**src/hw/corr_cfg.svh**
```systemverilog
`ifndef CORR_CFG_SVH
`define CORR_CFG_SVH

// Array size
`define CORR_ANTENNAS 4

// Block and frame lengths
`define CORR_COUNT 16  // Samples per block
`define CORR_BLOCKS 4  // Blocks per visibility frame

// Datapath widths
`define CORR_PSUM_BITS 7  // Holds +/- 2*CORR_COUNT
`define CORR_ACCUM_BITS 24

`endif

```
**src/hw/sig_pkg.sv**
```systemverilog
`include "corr_cfg.svh"

package sig_pkg;

  // Sample index within one block
  localparam int SADDR_BITS = $clog2(`CORR_COUNT);

  // One bit per antenna, 1 is +1 and 0 is -1
  typedef logic [`CORR_ANTENNAS-1:0] ant_bits_t;

  // All antennas at one sample instant
  typedef struct packed {
    ant_bits_t idata;
    ant_bits_t qdata;
  } sample_t;

  typedef logic [SADDR_BITS-1:0] saddr_t;

endpackage

```
**src/hw/vis_pkg.sv**
```systemverilog
`include "corr_cfg.svh"

package vis_pkg;

  // Baselines without autocorrelations
  localparam int NPAIRS = 6;
  localparam int ANT_BITS = $clog2(`CORR_ANTENNAS);

  typedef logic [ANT_BITS-1:0] ant_t;
  typedef logic [$clog2(NPAIRS)-1:0] pair_t;

  // Per-block partial sum, then per-frame visibility
  typedef logic signed [`CORR_PSUM_BITS-1:0] psum_t;
  typedef logic signed [`CORR_ACCUM_BITS-1:0] vis_t;

  // Antenna numbers (a, b) for each pair index
  localparam ant_t BASELINES [0:NPAIRS-1][0:1] = '{
    '{ant_t'(0), ant_t'(1)},
    '{ant_t'(0), ant_t'(2)},
    '{ant_t'(0), ant_t'(3)},
    '{ant_t'(1), ant_t'(2)},
    '{ant_t'(1), ant_t'(3)},
    '{ant_t'(2), ant_t'(3)}
  };

endpackage

```
**src/hw/cor_step_if.sv**
```systemverilog
`timescale 1ns/10ps

interface cor_step_if;

  logic                 step_valid;
  sig_pkg::saddr_t      step_addr;
  vis_pkg::pair_t       step_pair;
  logic                 step_first;  // First sample of a pair
  logic                 step_last;   // Last sample of a pair
  logic                 blk_first;   // First block of the frame
  logic                 blk_last;    // Last block of the frame

  modport ctrl (
    output step_valid, step_addr, step_pair, step_first, step_last, blk_first, blk_last
  );

  modport rd (input step_addr);

  modport core (input step_valid, step_pair, step_first, step_last, blk_first, blk_last);

endinterface

```
**src/hw/psum_if.sv**
```systemverilog
`timescale 1ns/10ps

interface psum_if;

  logic           ps_valid;
  vis_pkg::pair_t ps_pair;
  logic           ps_first;  // Block flags, not pair flags
  logic           ps_last;
  vis_pkg::psum_t ps_re;
  vis_pkg::psum_t ps_im;

  modport src (
    output ps_valid, ps_pair, ps_first, ps_last, ps_re, ps_im
  );

  modport dst (
    input ps_valid, ps_pair, ps_first, ps_last, ps_re, ps_im
  );

endinterface

```
**src/hw/sig_buffer.sv**
```systemverilog
`timescale 1ns/10ps
`include "corr_cfg.svh"

module sig_buffer (
  input  logic             vis_clock,
  input  logic             vis_reset,
  input  logic             sig_valid_i,
  input  sig_pkg::sample_t sig_sample_i,
  cor_step_if.rd           step,
  output logic             blk_ready_o,
  output sig_pkg::sample_t rd_sample_o
);

  // Two banks, one filling while the other is replayed
  sig_pkg::sample_t mem [0:1][0:`CORR_COUNT-1];

  sig_pkg::saddr_t wr_ptr;
  logic            wr_bank;
  logic            wr_end;

  assign wr_end = (wr_ptr == sig_pkg::saddr_t'(`CORR_COUNT - 1));

  always_ff @(posedge vis_clock) begin
    if (vis_reset) begin
      wr_ptr      <= '0;
      wr_bank     <= 1'b0;
      blk_ready_o <= 1'b0;
    end else begin
      blk_ready_o <= sig_valid_i && wr_end;  // Follows the final write
      if (sig_valid_i) begin
        if (wr_end) begin
          wr_ptr  <= '0;
          wr_bank <= ~wr_bank;
        end else begin
          wr_ptr <= wr_ptr + 1'b1;
        end
      end
    end
  end

  always_ff @(posedge vis_clock) begin
    if (sig_valid_i) begin
      mem[wr_bank][wr_ptr] <= sig_sample_i;
    end
    rd_sample_o <= mem[~wr_bank][step.step_addr];  // Idle bank only
  end

  // Input pacing leaves room for the replay of each block
  property p_sample_spacing;
    @(posedge vis_clock) disable iff (vis_reset)
      sig_valid_i |=> !sig_valid_i [*7];
  endproperty

  a_sample_spacing: assert property (p_sample_spacing)
    else $error("sig_valid_i strobes closer than 8 cycles");

endmodule

```
**src/hw/corr_control.sv**
```systemverilog
`timescale 1ns/10ps
`include "corr_cfg.svh"

module corr_control (
  input  logic     vis_clock,
  input  logic     vis_reset,
  input  logic     blk_ready_i,
  cor_step_if.ctrl step,
  output logic     start_o,
  output logic     frame_o
);

  localparam int BLK_BITS = (`CORR_BLOCKS > 1) ? $clog2(`CORR_BLOCKS) : 1;

  logic                busy;
  vis_pkg::pair_t      pair;
  sig_pkg::saddr_t     samp;
  logic [BLK_BITS-1:0] blk_cnt;
  logic                samp_end;
  logic                pair_end;
  logic                blk_end;

  assign samp_end = (samp == sig_pkg::saddr_t'(`CORR_COUNT - 1));
  assign pair_end = (pair == vis_pkg::pair_t'(vis_pkg::NPAIRS - 1));
  assign blk_end  = (blk_cnt == BLK_BITS'(`CORR_BLOCKS - 1));

  // Pair is the outer loop, sample the inner one
  always_ff @(posedge vis_clock) begin
    if (vis_reset) begin
      busy    <= 1'b0;
      pair    <= '0;
      samp    <= '0;
      blk_cnt <= '0;
    end else if (!busy) begin
      if (blk_ready_i) begin
        busy <= 1'b1;
        pair <= '0;
        samp <= '0;
      end
    end else if (samp_end) begin
      samp <= '0;
      if (pair_end) begin
        busy    <= 1'b0;  // Block done
        blk_cnt <= blk_end ? '0 : blk_cnt + 1'b1;
      end else begin
        pair <= pair + 1'b1;
      end
    end else begin
      samp <= samp + 1'b1;
    end
  end

  // Status flags, set once by the first replay after reset
  always_ff @(posedge vis_clock) begin
    if (vis_reset) begin
      start_o <= 1'b0;
      frame_o <= 1'b0;
    end else if (blk_ready_i && !busy && !frame_o) begin
      start_o <= 1'b1;
      frame_o <= 1'b1;
    end else begin
      start_o <= 1'b0;
    end
  end

  assign step.step_valid = busy;
  assign step.step_addr  = samp;
  assign step.step_pair  = pair;
  assign step.step_first = (samp == '0);
  assign step.step_last  = samp_end;
  assign step.blk_first  = (blk_cnt == '0);
  assign step.blk_last   = blk_end;

  // A new block must not land while the previous one is still replaying
  a_no_overrun: assert property (
    @(posedge vis_clock) disable iff (vis_reset) blk_ready_i |-> !busy
  ) else $error("block overrun, blk_ready during replay");

endmodule

```
**src/hw/corr_core.sv**
```systemverilog
`timescale 1ns/10ps

module corr_core (
  input  logic             vis_clock,
  input  logic             vis_reset,
  cor_step_if.core         step,
  input  sig_pkg::sample_t rd_sample_i,
  psum_if.src              ps
);

  logic           valid_d;
  logic           first_d;
  logic           last_d;
  logic           bfirst_d;
  logic           blast_d;
  vis_pkg::pair_t pair_d;
  vis_pkg::ant_t  ant_a;
  vis_pkg::ant_t  ant_b;
  logic           ai, aq, bi, bq;
  vis_pkg::psum_t re_term, im_term;
  vis_pkg::psum_t acc_re, acc_im;
  vis_pkg::psum_t sum_re, sum_im;

  // One-bit sample product, equal bits give +1
  function automatic vis_pkg::psum_t pm1(input logic same);
    return same ? vis_pkg::psum_t'(1) : vis_pkg::psum_t'(-1);
  endfunction

  // Step controls lag one cycle to meet the read data
  always_ff @(posedge vis_clock) begin
    if (vis_reset) begin
      valid_d  <= 1'b0;
      first_d  <= 1'b0;
      last_d   <= 1'b0;
      bfirst_d <= 1'b0;
      blast_d  <= 1'b0;
    end else begin
      valid_d  <= step.step_valid;
      first_d  <= step.step_first;
      last_d   <= step.step_last;
      bfirst_d <= step.blk_first;
      blast_d  <= step.blk_last;
    end
  end

  always_ff @(posedge vis_clock) begin
    pair_d <= step.step_pair;
  end

  assign ant_a = vis_pkg::BASELINES[pair_d][0];
  assign ant_b = vis_pkg::BASELINES[pair_d][1];
  assign ai    = rd_sample_i.idata[ant_a];
  assign aq    = rd_sample_i.qdata[ant_a];
  assign bi    = rd_sample_i.idata[ant_b];
  assign bq    = rd_sample_i.qdata[ant_b];

  assign re_term = pm1(ai ~^ bi) + pm1(aq ~^ bq);  // ai*bi + aq*bq
  assign im_term = pm1(aq ~^ bi) - pm1(ai ~^ bq);  // aq*bi - ai*bq

  assign sum_re = first_d ? re_term : acc_re + re_term;
  assign sum_im = first_d ? im_term : acc_im + im_term;

  always_ff @(posedge vis_clock) begin
    if (valid_d) begin
      acc_re <= sum_re;
      acc_im <= sum_im;
    end
  end

  always_ff @(posedge vis_clock) begin
    if (vis_reset) begin
      ps.ps_valid <= 1'b0;
    end else begin
      ps.ps_valid <= valid_d && last_d;
    end
  end

  // Finished sum with the pair and block flags
  always_ff @(posedge vis_clock) begin
    if (valid_d && last_d) begin
      ps.ps_re    <= sum_re;
      ps.ps_im    <= sum_im;
      ps.ps_pair  <= pair_d;
      ps.ps_first <= bfirst_d;
      ps.ps_last  <= blast_d;
    end
  end

endmodule

```
**src/hw/vis_accum.sv**
```systemverilog
`timescale 1ns/10ps

module vis_accum (
  input  logic          vis_clock,
  input  logic          vis_reset,
  psum_if.dst           ps,
  output logic          vis_valid_o,
  output logic          vis_last_o,
  output vis_pkg::vis_t vis_re_o,
  output vis_pkg::vis_t vis_im_o
);

  // Running sums, one entry per baseline
  vis_pkg::vis_t re_mem [0:vis_pkg::NPAIRS-1];
  vis_pkg::vis_t im_mem [0:vis_pkg::NPAIRS-1];

  vis_pkg::vis_t base_re, base_im;
  vis_pkg::vis_t new_re, new_im;
  logic          emit;

  // First block of a frame starts from zero
  assign base_re = ps.ps_first ? '0 : re_mem[ps.ps_pair];
  assign base_im = ps.ps_first ? '0 : im_mem[ps.ps_pair];
  assign new_re  = base_re + vis_pkg::vis_t'(ps.ps_re);
  assign new_im  = base_im + vis_pkg::vis_t'(ps.ps_im);
  assign emit    = ps.ps_valid && ps.ps_last;

  always_ff @(posedge vis_clock) begin
    if (vis_reset) begin
      vis_valid_o <= 1'b0;
      vis_last_o  <= 1'b0;
    end else begin
      vis_valid_o <= emit;
      vis_last_o  <= emit && (ps.ps_pair == vis_pkg::pair_t'(vis_pkg::NPAIRS - 1));
    end
  end

  always_ff @(posedge vis_clock) begin
    if (ps.ps_valid) begin
      re_mem[ps.ps_pair] <= new_re;
      im_mem[ps.ps_pair] <= new_im;
    end
    if (emit) begin
      vis_re_o <= new_re;  // Complete frame for this pair
      vis_im_o <= new_im;
    end
  end

  // Pair index comes from the control counter, via the core pipeline
  a_pair_range: assert property (
    @(posedge vis_clock) disable iff (vis_reset)
      ps.ps_valid |-> (ps.ps_pair < vis_pkg::NPAIRS)
  ) else $error("partial sum with out-of-range pair %0d", ps.ps_pair);

endmodule

```
**src/hw/vis_correlator.sv**
```systemverilog
`timescale 1ns/10ps
`include "corr_cfg.svh"

module vis_correlator (
  input  logic                               vis_clock,
  input  logic                               vis_reset,
  input  logic                               sig_valid_i,
  input  logic        [`CORR_ANTENNAS-1:0]   sig_idata_i,
  input  logic        [`CORR_ANTENNAS-1:0]   sig_qdata_i,
  output logic                               vis_start_o,
  output logic                               vis_frame_o,
  output logic                               vis_valid_o,
  output logic                               vis_last_o,
  output logic signed [`CORR_ACCUM_BITS-1:0] vis_revis_o,
  output logic signed [`CORR_ACCUM_BITS-1:0] vis_imvis_o
);

  sig_pkg::sample_t sig_sample;
  sig_pkg::sample_t rd_sample;
  logic             blk_ready;

  cor_step_if step_bus ();
  psum_if     psum_bus ();

  assign sig_sample.idata = sig_idata_i;
  assign sig_sample.qdata = sig_qdata_i;

  sig_buffer sig_buffer_inst (
    .vis_clock   (vis_clock),
    .vis_reset   (vis_reset),
    .sig_valid_i (sig_valid_i),
    .sig_sample_i(sig_sample),
    .step        (step_bus.rd),
    .blk_ready_o (blk_ready),
    .rd_sample_o (rd_sample)
  );

  corr_control corr_control_inst (
    .vis_clock  (vis_clock),
    .vis_reset  (vis_reset),
    .blk_ready_i(blk_ready),
    .step       (step_bus.ctrl),
    .start_o    (vis_start_o),
    .frame_o    (vis_frame_o)
  );

  corr_core corr_core_inst (
    .vis_clock  (vis_clock),
    .vis_reset  (vis_reset),
    .step       (step_bus.core),
    .rd_sample_i(rd_sample),
    .ps         (psum_bus.src)
  );

  vis_accum vis_accum_inst (
    .vis_clock  (vis_clock),
    .vis_reset  (vis_reset),
    .ps         (psum_bus.dst),
    .vis_valid_o(vis_valid_o),
    .vis_last_o (vis_last_o),
    .vis_re_o   (vis_revis_o),
    .vis_im_o   (vis_imvis_o)
  );

endmodule

```
**config.mk**
```make
export PLATFORM = sky130hd
export DESIGN_NAME = vis_correlator
export DESIGN_NICKNAME = d
export VERILOG_FILES = /design/src/hw/sig_pkg.sv /design/src/hw/vis_pkg.sv /design/src/hw/cor_step_if.sv /design/src/hw/psum_if.sv /design/src/hw/sig_buffer.sv /design/src/hw/corr_control.sv /design/src/hw/corr_core.sv /design/src/hw/vis_accum.sv /design/src/hw/vis_correlator.sv
export VERILOG_INCLUDE_DIRS = /design/src /design/src/hw
export SDC_FILE = /design/constraint.sdc
export NUM_CORES = 1
export LEC_CHECK = 0
export BUFFER_PORTS_ARGS = -buffer_cell sky130_fd_sc_hd__buf_2
export CORE_ASPECT_RATIO = 0.7
export CORE_MARGIN = 4
export CORE_UTILIZATION = 60
export CTS_CLUSTER_DIAMETER = 30
export DETAILED_ROUTE_END_ITERATION = 10
export PLACE_DENSITY = 0.85
export SYNTH_ARGS = -nofsm -noshare
export SYNTH_HDL_FRONTEND = slang
export SYNTH_SLANG_ARGS = --single-unit
```
**constraint.sdc**
```tcl
create_clock -name vis_clock -period 10.4 [get_ports vis_clock]
set_input_delay 2.08 -clock vis_clock [delete_from_list [all_inputs] [get_ports vis_clock]]
set_output_delay 2.08 -clock vis_clock [all_outputs]
set_load 0.005 [all_outputs]
```
==> results.md, run 1 <==
- Aggregate global routing overflow: 0
- # rows: 65
- Initial antenna violation count: 2
- Avg Inst Size Synth: 17.7 µm²
- Fmax: 191 MHz
- Area share of the largest cell type after synthesis: 68.1%
- Gate Count Post-Synth: 1555
- Synthesis-to-layout area growth: 15.0%
- Clk Tree Root Cell: clkbuf_16
- Main synth FF type: edfxtp_1
- Hold Slack: 0.399 ns
- Commonest cells in the netlist: 625 x edfxtp_1, 128 x mux4_2, 126 x nor2_1, 68 x ha_1, 57 x clkbuf_1
- Final Hold Fails: 0
- Per-cell routed wire length: between 20 and 30 µm
- Hold buffer count at cts: 0
- Final Cell Area: 0.0317 mm²
- Die area: 0.0495 mm²
- Die Wd: 264 µm
- Fill cell count: 2585
- Count leader, synth: edfxtp_1
- First-pass GRT wire length: 94.5 mm
- Mapped Area: 0.0276 mm²
- Worst skew pair latency: approximately 0.63 ns
- Power Total: around 6.1 mW
- Startpoint types: flop
- Vias per cell: 6.59
- DRC Markers: 0
- ANT nets after route: 0
- Largest area contributor in the netlist: edfxtp_1
- Total negative slack: 0 ns
- CTS tree: built
- GRT Util Overall: between 20% and 30%
- Max-cap viol count: 0
- Port bufs: 62
- Hpwl dp: 32.6 mm
- Synth unique cells: 63
- Syn_nets: 1638
- Register area: 0.0196 mm²
- Critical path, cell by cell: buf_4 > mux4_2 > nor2_1 > a211oi_1 > ha_1 > a21oi_1 > o21ai_0 > o21bai_1 > a2111oi_0 > o31ai_1 > xnor2_1
- Fraction of layout cells with a size suffix above 1: between 20% and 30%
- Min Tclk post-route: 5.23 ns
- Power density cells: 194 mW/mm²
- Vias in the first global route: 15.6k
- Slew HR: 17.0%
- Leakage: 10.8 nW
- Post-synth EDFFs: 625
- CP Max Fanout: 40
- Final core occ: between 70% and 80%
- CP max stage cell: a2111oi_0
- TritonCTS Buffers: 92
- Largest net degree at the start of global routing: 70
- Status: completed
- Worst Path Buf+Inv: 1
- Worst setup path class: flop to flop
- Post-CTS Resized: 0
- Number of DRC markers in iteration 0: 2044
- # clock sinks: around 670
- Routability Congestion: ~0.86
- H-tree depth: 3
- Delay-heaviest family, CP: compound AO/OA/AOI/OAI gates
- Final #Nets: 1732
- Initial Util: 60.9%
- Largest cells by area after synthesis: edfxtp_1 68%, mux4_2 10%, ha_1 3.1%, dfxtp_1 2.9%, mux2i_1 1.9%
- Worst-Margin Slew: 1.21 ns
- RSZ-0062 raised after global routing: false
- Hold Path Class: flop to flop
- Final max-slew violation count: 0
- Critical Path RT: around 11 ns
- IO Pins: 63
- #FFs+latches synth: 665
- Multi-input logic area: 0.00762 mm²
- CORE AREA: 0.0452 mm²
- Clk buf depth: 3
- Final setup viols: 0
- Final period utilization: 50.3%
- Drt total wl: between 60 and 70 mm
- Area after DPL: around 0.028 mm²
- Maximum VDD drop: 146 µV
- Vias: roughly 15k
- Post-synth ARST share: 0%
- Clk slew on worst S/H paths: 0.06 ns
- Die Ht: 187 µm
- First-pass iteration count of the detailed router: 8
- Final Skew: just over 0.02 ns
- Seq/Total Area, Yosys: 71.0%
- Post-CTS setup buffer count: 0
- Synth warnings: 0
- CP arrival: 5.58 ns
- Kind of end point of the critical path: flop
- CP peak stage delay: 1.09 ns
worst reg2reg max path, delay by kind of cell (launching register included):
family	cells	cell delay, ns
muxes	1	0.62
and+or+nand+nor	1	0.11
DFF	1	0.62
xor gates and xnor gates	1	0.55
buffers and inverters	1	0.74
AOI/OAI and AO/OA	6	1.92
adders and majority gates	1	0.39
power by group:
group,internal (mW),total (mW),switching [mW]
combinational,0.00406,0.0312,0.0271
sequential,2.91,2.91,0.00374
clock,1.95,3.20,1.25
layout make-up:
class,count,area share [%]
flip-flops and latches,665,61.8
multi-input cells,785,24.0
clock buffers,96,7.38
clock inverters,76,2.77
well taps,603,2.38
repair buffers,77,1.33
inverters,28,0.332
diodes,1,0.00789
stage by stage:
step           cells  worst slack [ns]
5_1_grt         2330              4.95
6_report        2331              5.17
3_5_place_dp    2158              5.54
2_1_floorplan   1555              5.75
4_1_cts         2330              5.32
3_3_place_gp    2158              5.63
per-layer routing:
| layer | GRT usage (%) | wire length, µm | vias up |
|---|---|---|---|
| met5 | 0 | 27 | - |
| met4 | 6.88 | 1610 | 4 |
| met3 | 6.61 | 6470 | 165 |
| met2 | 38.3 | 28800 | 983 |
| met1 | 35.9 | 24300 | 7784 |
| li1 | - | - | 6435 |
cells in the final DEF, fill, tap and decap left out, types with 8 or more instances in the layout:
cell and count:
nand2_1 35, nand3_1 17, buf_2 62, a21oi_1 48, mux4_2 128, clkinvlp_4 12
nor2_1 124, clkbuf_16 93, nor3_1 8, mux2i_1 52, xnor2_1 38, buf_4 15
a211oi_1 47, nand2b_1 11, nor2b_1 13, a21o_1 30, o21ai_0 38, clkinv_4 9
ha_1 68, inv_1 27, bufinv_16 11, mux2_2 12, dfxtp_1 35, inv_6 11
edfxtp_1 625, clkinv_2 15, xor2_1 24, a31oi_1 8
path summary, 6_finish.rpt:
check | slack, ns | to | from | depth (start not counted)
min | 0.40 | corr_core_inst.pair_d[1] | corr_control_inst.step.step_pair[1] | 0
max reg2reg | 5.17 | vis_accum_inst.im_mem[4][23] | flop | 11
max | 5.17 | vis_accum_inst.im_mem[4][23] | flop | 11
min reg2reg | 0.40 | corr_core_inst.pair_d[1] | corr_control_inst.step.step_pair[1] | 0
sequential cells by signal, summed over array words and instances (netlist names), 7 cells and up, named ones only:
register                     flops
corr_core_inst.acc_re            7
sig_buffer_inst.mem            256
sig_buffer_inst.rd_sample_o      8
vis_accum_inst.re_mem          144
vis_accum_inst.vis_im_o         24
corr_core_inst.acc_im            7
corr_core_inst.ps.ps_im          7
corr_core_inst.ps.ps_re          7
vis_accum_inst.im_mem          144
vis_accum_inst.vis_re_o         24
cell families after synthesis:
family	synth area share, %
flip-flops	71.0
AND/OR/NAND/NOR	4.06
AO/OA/AOI/OAI	5.28
multiplexers	12.8
buffers and inverters	1.47
adder cells (fa/ha/maj)	3.38
XOR/XNOR	1.97
(Power assumes the default switching activity.)
==> inputs of run 2 (changes only) <==
CORE_UTILIZATION = 56   (was 60)
PLACE_DENSITY = 0.83   (was 0.85)
clock period = 4.3 ns   (was 10.4 ns; I/O delays follow)
==> results.md, run 2 (synthesized netlist as in run 1, its figures left out) <==
- RSZ-0062 raised after global routing: true
- # rows: 67 (+3.1%)
- Total negative slack: 0 ns (unchanged)
- Final #Nets: 1754 (+1.3%)
- CTS tree: built
- Clk buf depth: 3 (unchanged)
- Aggregate global routing overflow: 0 (unchanged)
- Hpwl dp: 35.0 mm (+7.4%)
- Power Total: 15.1 mW (+150%)
- Die area: 0.0529 mm² (+6.9%)
- Dpl cells: 2229 (+3.3%)
- Clk Tree Root Cell: clkbuf_16
- Clk slew on worst S/H paths: 0.05 ns (about the same)
- IO Pins: 63 (unchanged)
- First-pass GRT wire length: 95.8 mm (+1.3%)
- Largest net degree at the start of global routing: 60 (-14%)
- Worst R2R End: vis_accum_inst.re_mem[0][23]
- Vias in the first global route: 15.5k (-0.27%)
- Initial Util: 57.1% (-3.9 points)
- Routability Congestion: 0.856 (about the same)
- CORE AREA: 0.0483 mm² (+6.8%)
- WHS Path Cells: 0 (unchanged)
- Layout Cells excl Fill: 2405 (+3.2%)
- Setup WS pre-CTS: 0.207 ns (-5.33 ns)
- ANT cells: 0 (-1)
- Maximum VDD drop: 369 µV (+150%)
- Largest regs: sig_buffer_inst.mem: 256 flops, vis_accum_inst.im_mem: 144 flops, vis_accum_inst.re_mem: 144 flops
- Worst setup path class: flop to flop
- Power density cells: 469 mW/mm² (+140%)
- Worst skew pair latency: 0.64 ns (about the same)
- Worst-Margin Slew: 1.15 ns (-0.0666 ns)
- Die Wd: 273 µm (+3.4%)
- Most common library cell in the layout ignoring fill and taps: edfxtp_1
- Initial antenna violation count: 0 (-2)
- Status: completed
- Worst Hold End: corr_core_inst.pair_d[1]
- Flop-to-flop setup slack: 0.18 ns (-4.99 ns)
- CP max stage cell: mux4_2
- Fraction of layout cells with a size suffix above 1: 24.6% (+1.2 points)
- Hold buffer count at cts: 0 (unchanged)
- Max-cap viol count: 0 (unchanged)
- Delay-heaviest family, CP: compound AO/OA/AOI/OAI gates
- Final Skew: 0.0196 ns (-0.000682 ns)
- CP arrival: 4.47 ns (-1.11 ns)
- Critical Path RT: 4.65 ns (-6.10 ns)
- Drt total wl: 62.2 mm (+1.5%)
- # clock sinks: 665 (unchanged)
- Min Tclk post-route: 4.12 ns (-1.11 ns)
- Register area: 0.0196 mm² (unchanged)
- DRC Markers: 0 (unchanged)
- Hold Slack: 0.393 ns (-0.00621 ns)
- CP Max Fanout: 17 (-57%)
- ANT nets after route: 0 (unchanged)
- Max FFs per register: 256 (unchanged)
- Reg2Reg Depth: 12 (+1)
- Final setup viols: 0 (unchanged)
- CP peak stage delay: 0.52 ns (-0.57 ns)
- Slew HR: 23.6% (+6.5 points)
- Startpoint types: flop
- H-tree depth: 3 (unchanged)
- Per-cell routed wire length: 25.8 µm (-1.6%)
- Die Ht: 194 µm (+3.4%)
- Most frequent cells in the layout: 625 x edfxtp_1, 128 x mux4_2, 124 x nor2_1
- Final Hold Fails: 0 (unchanged)
- Kind of end point of the critical path: flop
- GRT Util Overall: 23.8% (-1.1 points)
- Vias per cell: 6.38 (-3.2%)
- Final period utilization: 95.9% (+46 points)
- First-pass iteration count of the detailed router: 6 (-2)
- Largest register by flop count: sig_buffer_inst.mem
- Number of DRC markers in iteration 0: 1959 (-4.2%)
- TritonCTS Buffers: 95 (+3.3%)
- Multi-input logic area: 0.00769 mm² (+0.95%)
- Fmax: 243 MHz (+27%)
- Leakage: 11.0 nW (+2.1%)
- Final max-slew violation count: 0 (unchanged)
- Fill cell count: 2970 (+15%)
- Port bufs: 62 (unchanged)
- Synthesis-to-layout area growth: 16.7%
- Critical path, cell by cell: buf_12 > mux4_2 > nor2_1 > a211oi_1 > ha_1 > a21o_1 > a22o_1 > a32o_1 > a2111o_1 > or3_4 > a221oi_2 > xnor2_2
- Setup ws final: 0.178 ns (-4.99 ns)
- Worst Path Buf+Inv: 1 (unchanged)
- Hold Path Class: flop to flop
- Vias: 15.4k (-0.12%)
- Min-delay src: corr_control_inst.step.step_pair[1]
## run 2: stage by stage
| stage | area (µm²) | util, % |
|---|---|---|
| 2_1_floorplan | 27600 | - |
| 6_report | 32200 | 66.6 |
| 3_5_place_dp | 28800 | 59.6 |
| 4_1_cts | 32100 | 66.5 |
| 5_1_grt | 32200 | 66.6 |
| 3_3_place_gp | 28800 | 59.6 |
## run 2: worst reg2reg max path: stages (launching register included)
cell,delay [ns]
dfxtp_4,0.49
buf_12,0.22
mux4_2,0.53
nor2_1,0.11
a211oi_1,0.07
ha_1,0.37
a21o_1,0.18
a22o_1,0.24
a32o_1,0.26
a2111o_1,0.46
or3_4,0.38
a221oi_2,0.36
xnor2_2,0.18
## run 2: how the worst max path moves through the flow
stage	startpoint	endpoint	slack, ns	depth (start not counted)
after floorplan	flop	vis_accum_inst.re_mem[0][23]	0.05	15
after global placement	flop	vis_accum_inst.vis_im_o[23]	0.32	13
after detailed placement	flop	vis_accum_inst.re_mem[3][23]	0.21	12
after CTS	flop	vis_accum_inst.im_mem[1][23]	0.10	13
after global routing	flop	vis_accum_inst.im_mem[5][18]	-0.07	12
final	flop	vis_accum_inst.re_mem[0][23]	0.18	12
## run 2: timing repair
action / 4_1_cts / 5_1_grt
gates resized for setup: 0 / 9
setup buffers: 0 / 0
setup endpoints to repair: 0 / 42
## run 2: per-layer routing
metal  GRT usage (%)  vias to the layer above  share of wire, %
li1                -                     6475                 -
met1            35.0                     7812                41
met2            35.5                      925                46
met3            6.64                      140                11
met4            6.61                        0               2.2
met5               0                        -                 0
## run 2: where the power goes
group | internal [mW] | switching [mW] | total (mW)
Combinational | 0.00998 | 0.0679 | 0.0779
Clock | 4.90 | 3.07 | 7.97
Sequential | 7.03 | 0.00904 | 7.04
## run 2: layout make-up
cell class                      instances  share of cell area, %
Tap cell                              655                   2.55
Sequential cell                       665                   60.9
Clock inverter                         70                   2.62
Timing Repair Buffer                   96                   1.93
Clock buffer                          106                   7.75
Multi-Input combinational cell        785                   23.9
Inverter                               28                  0.327
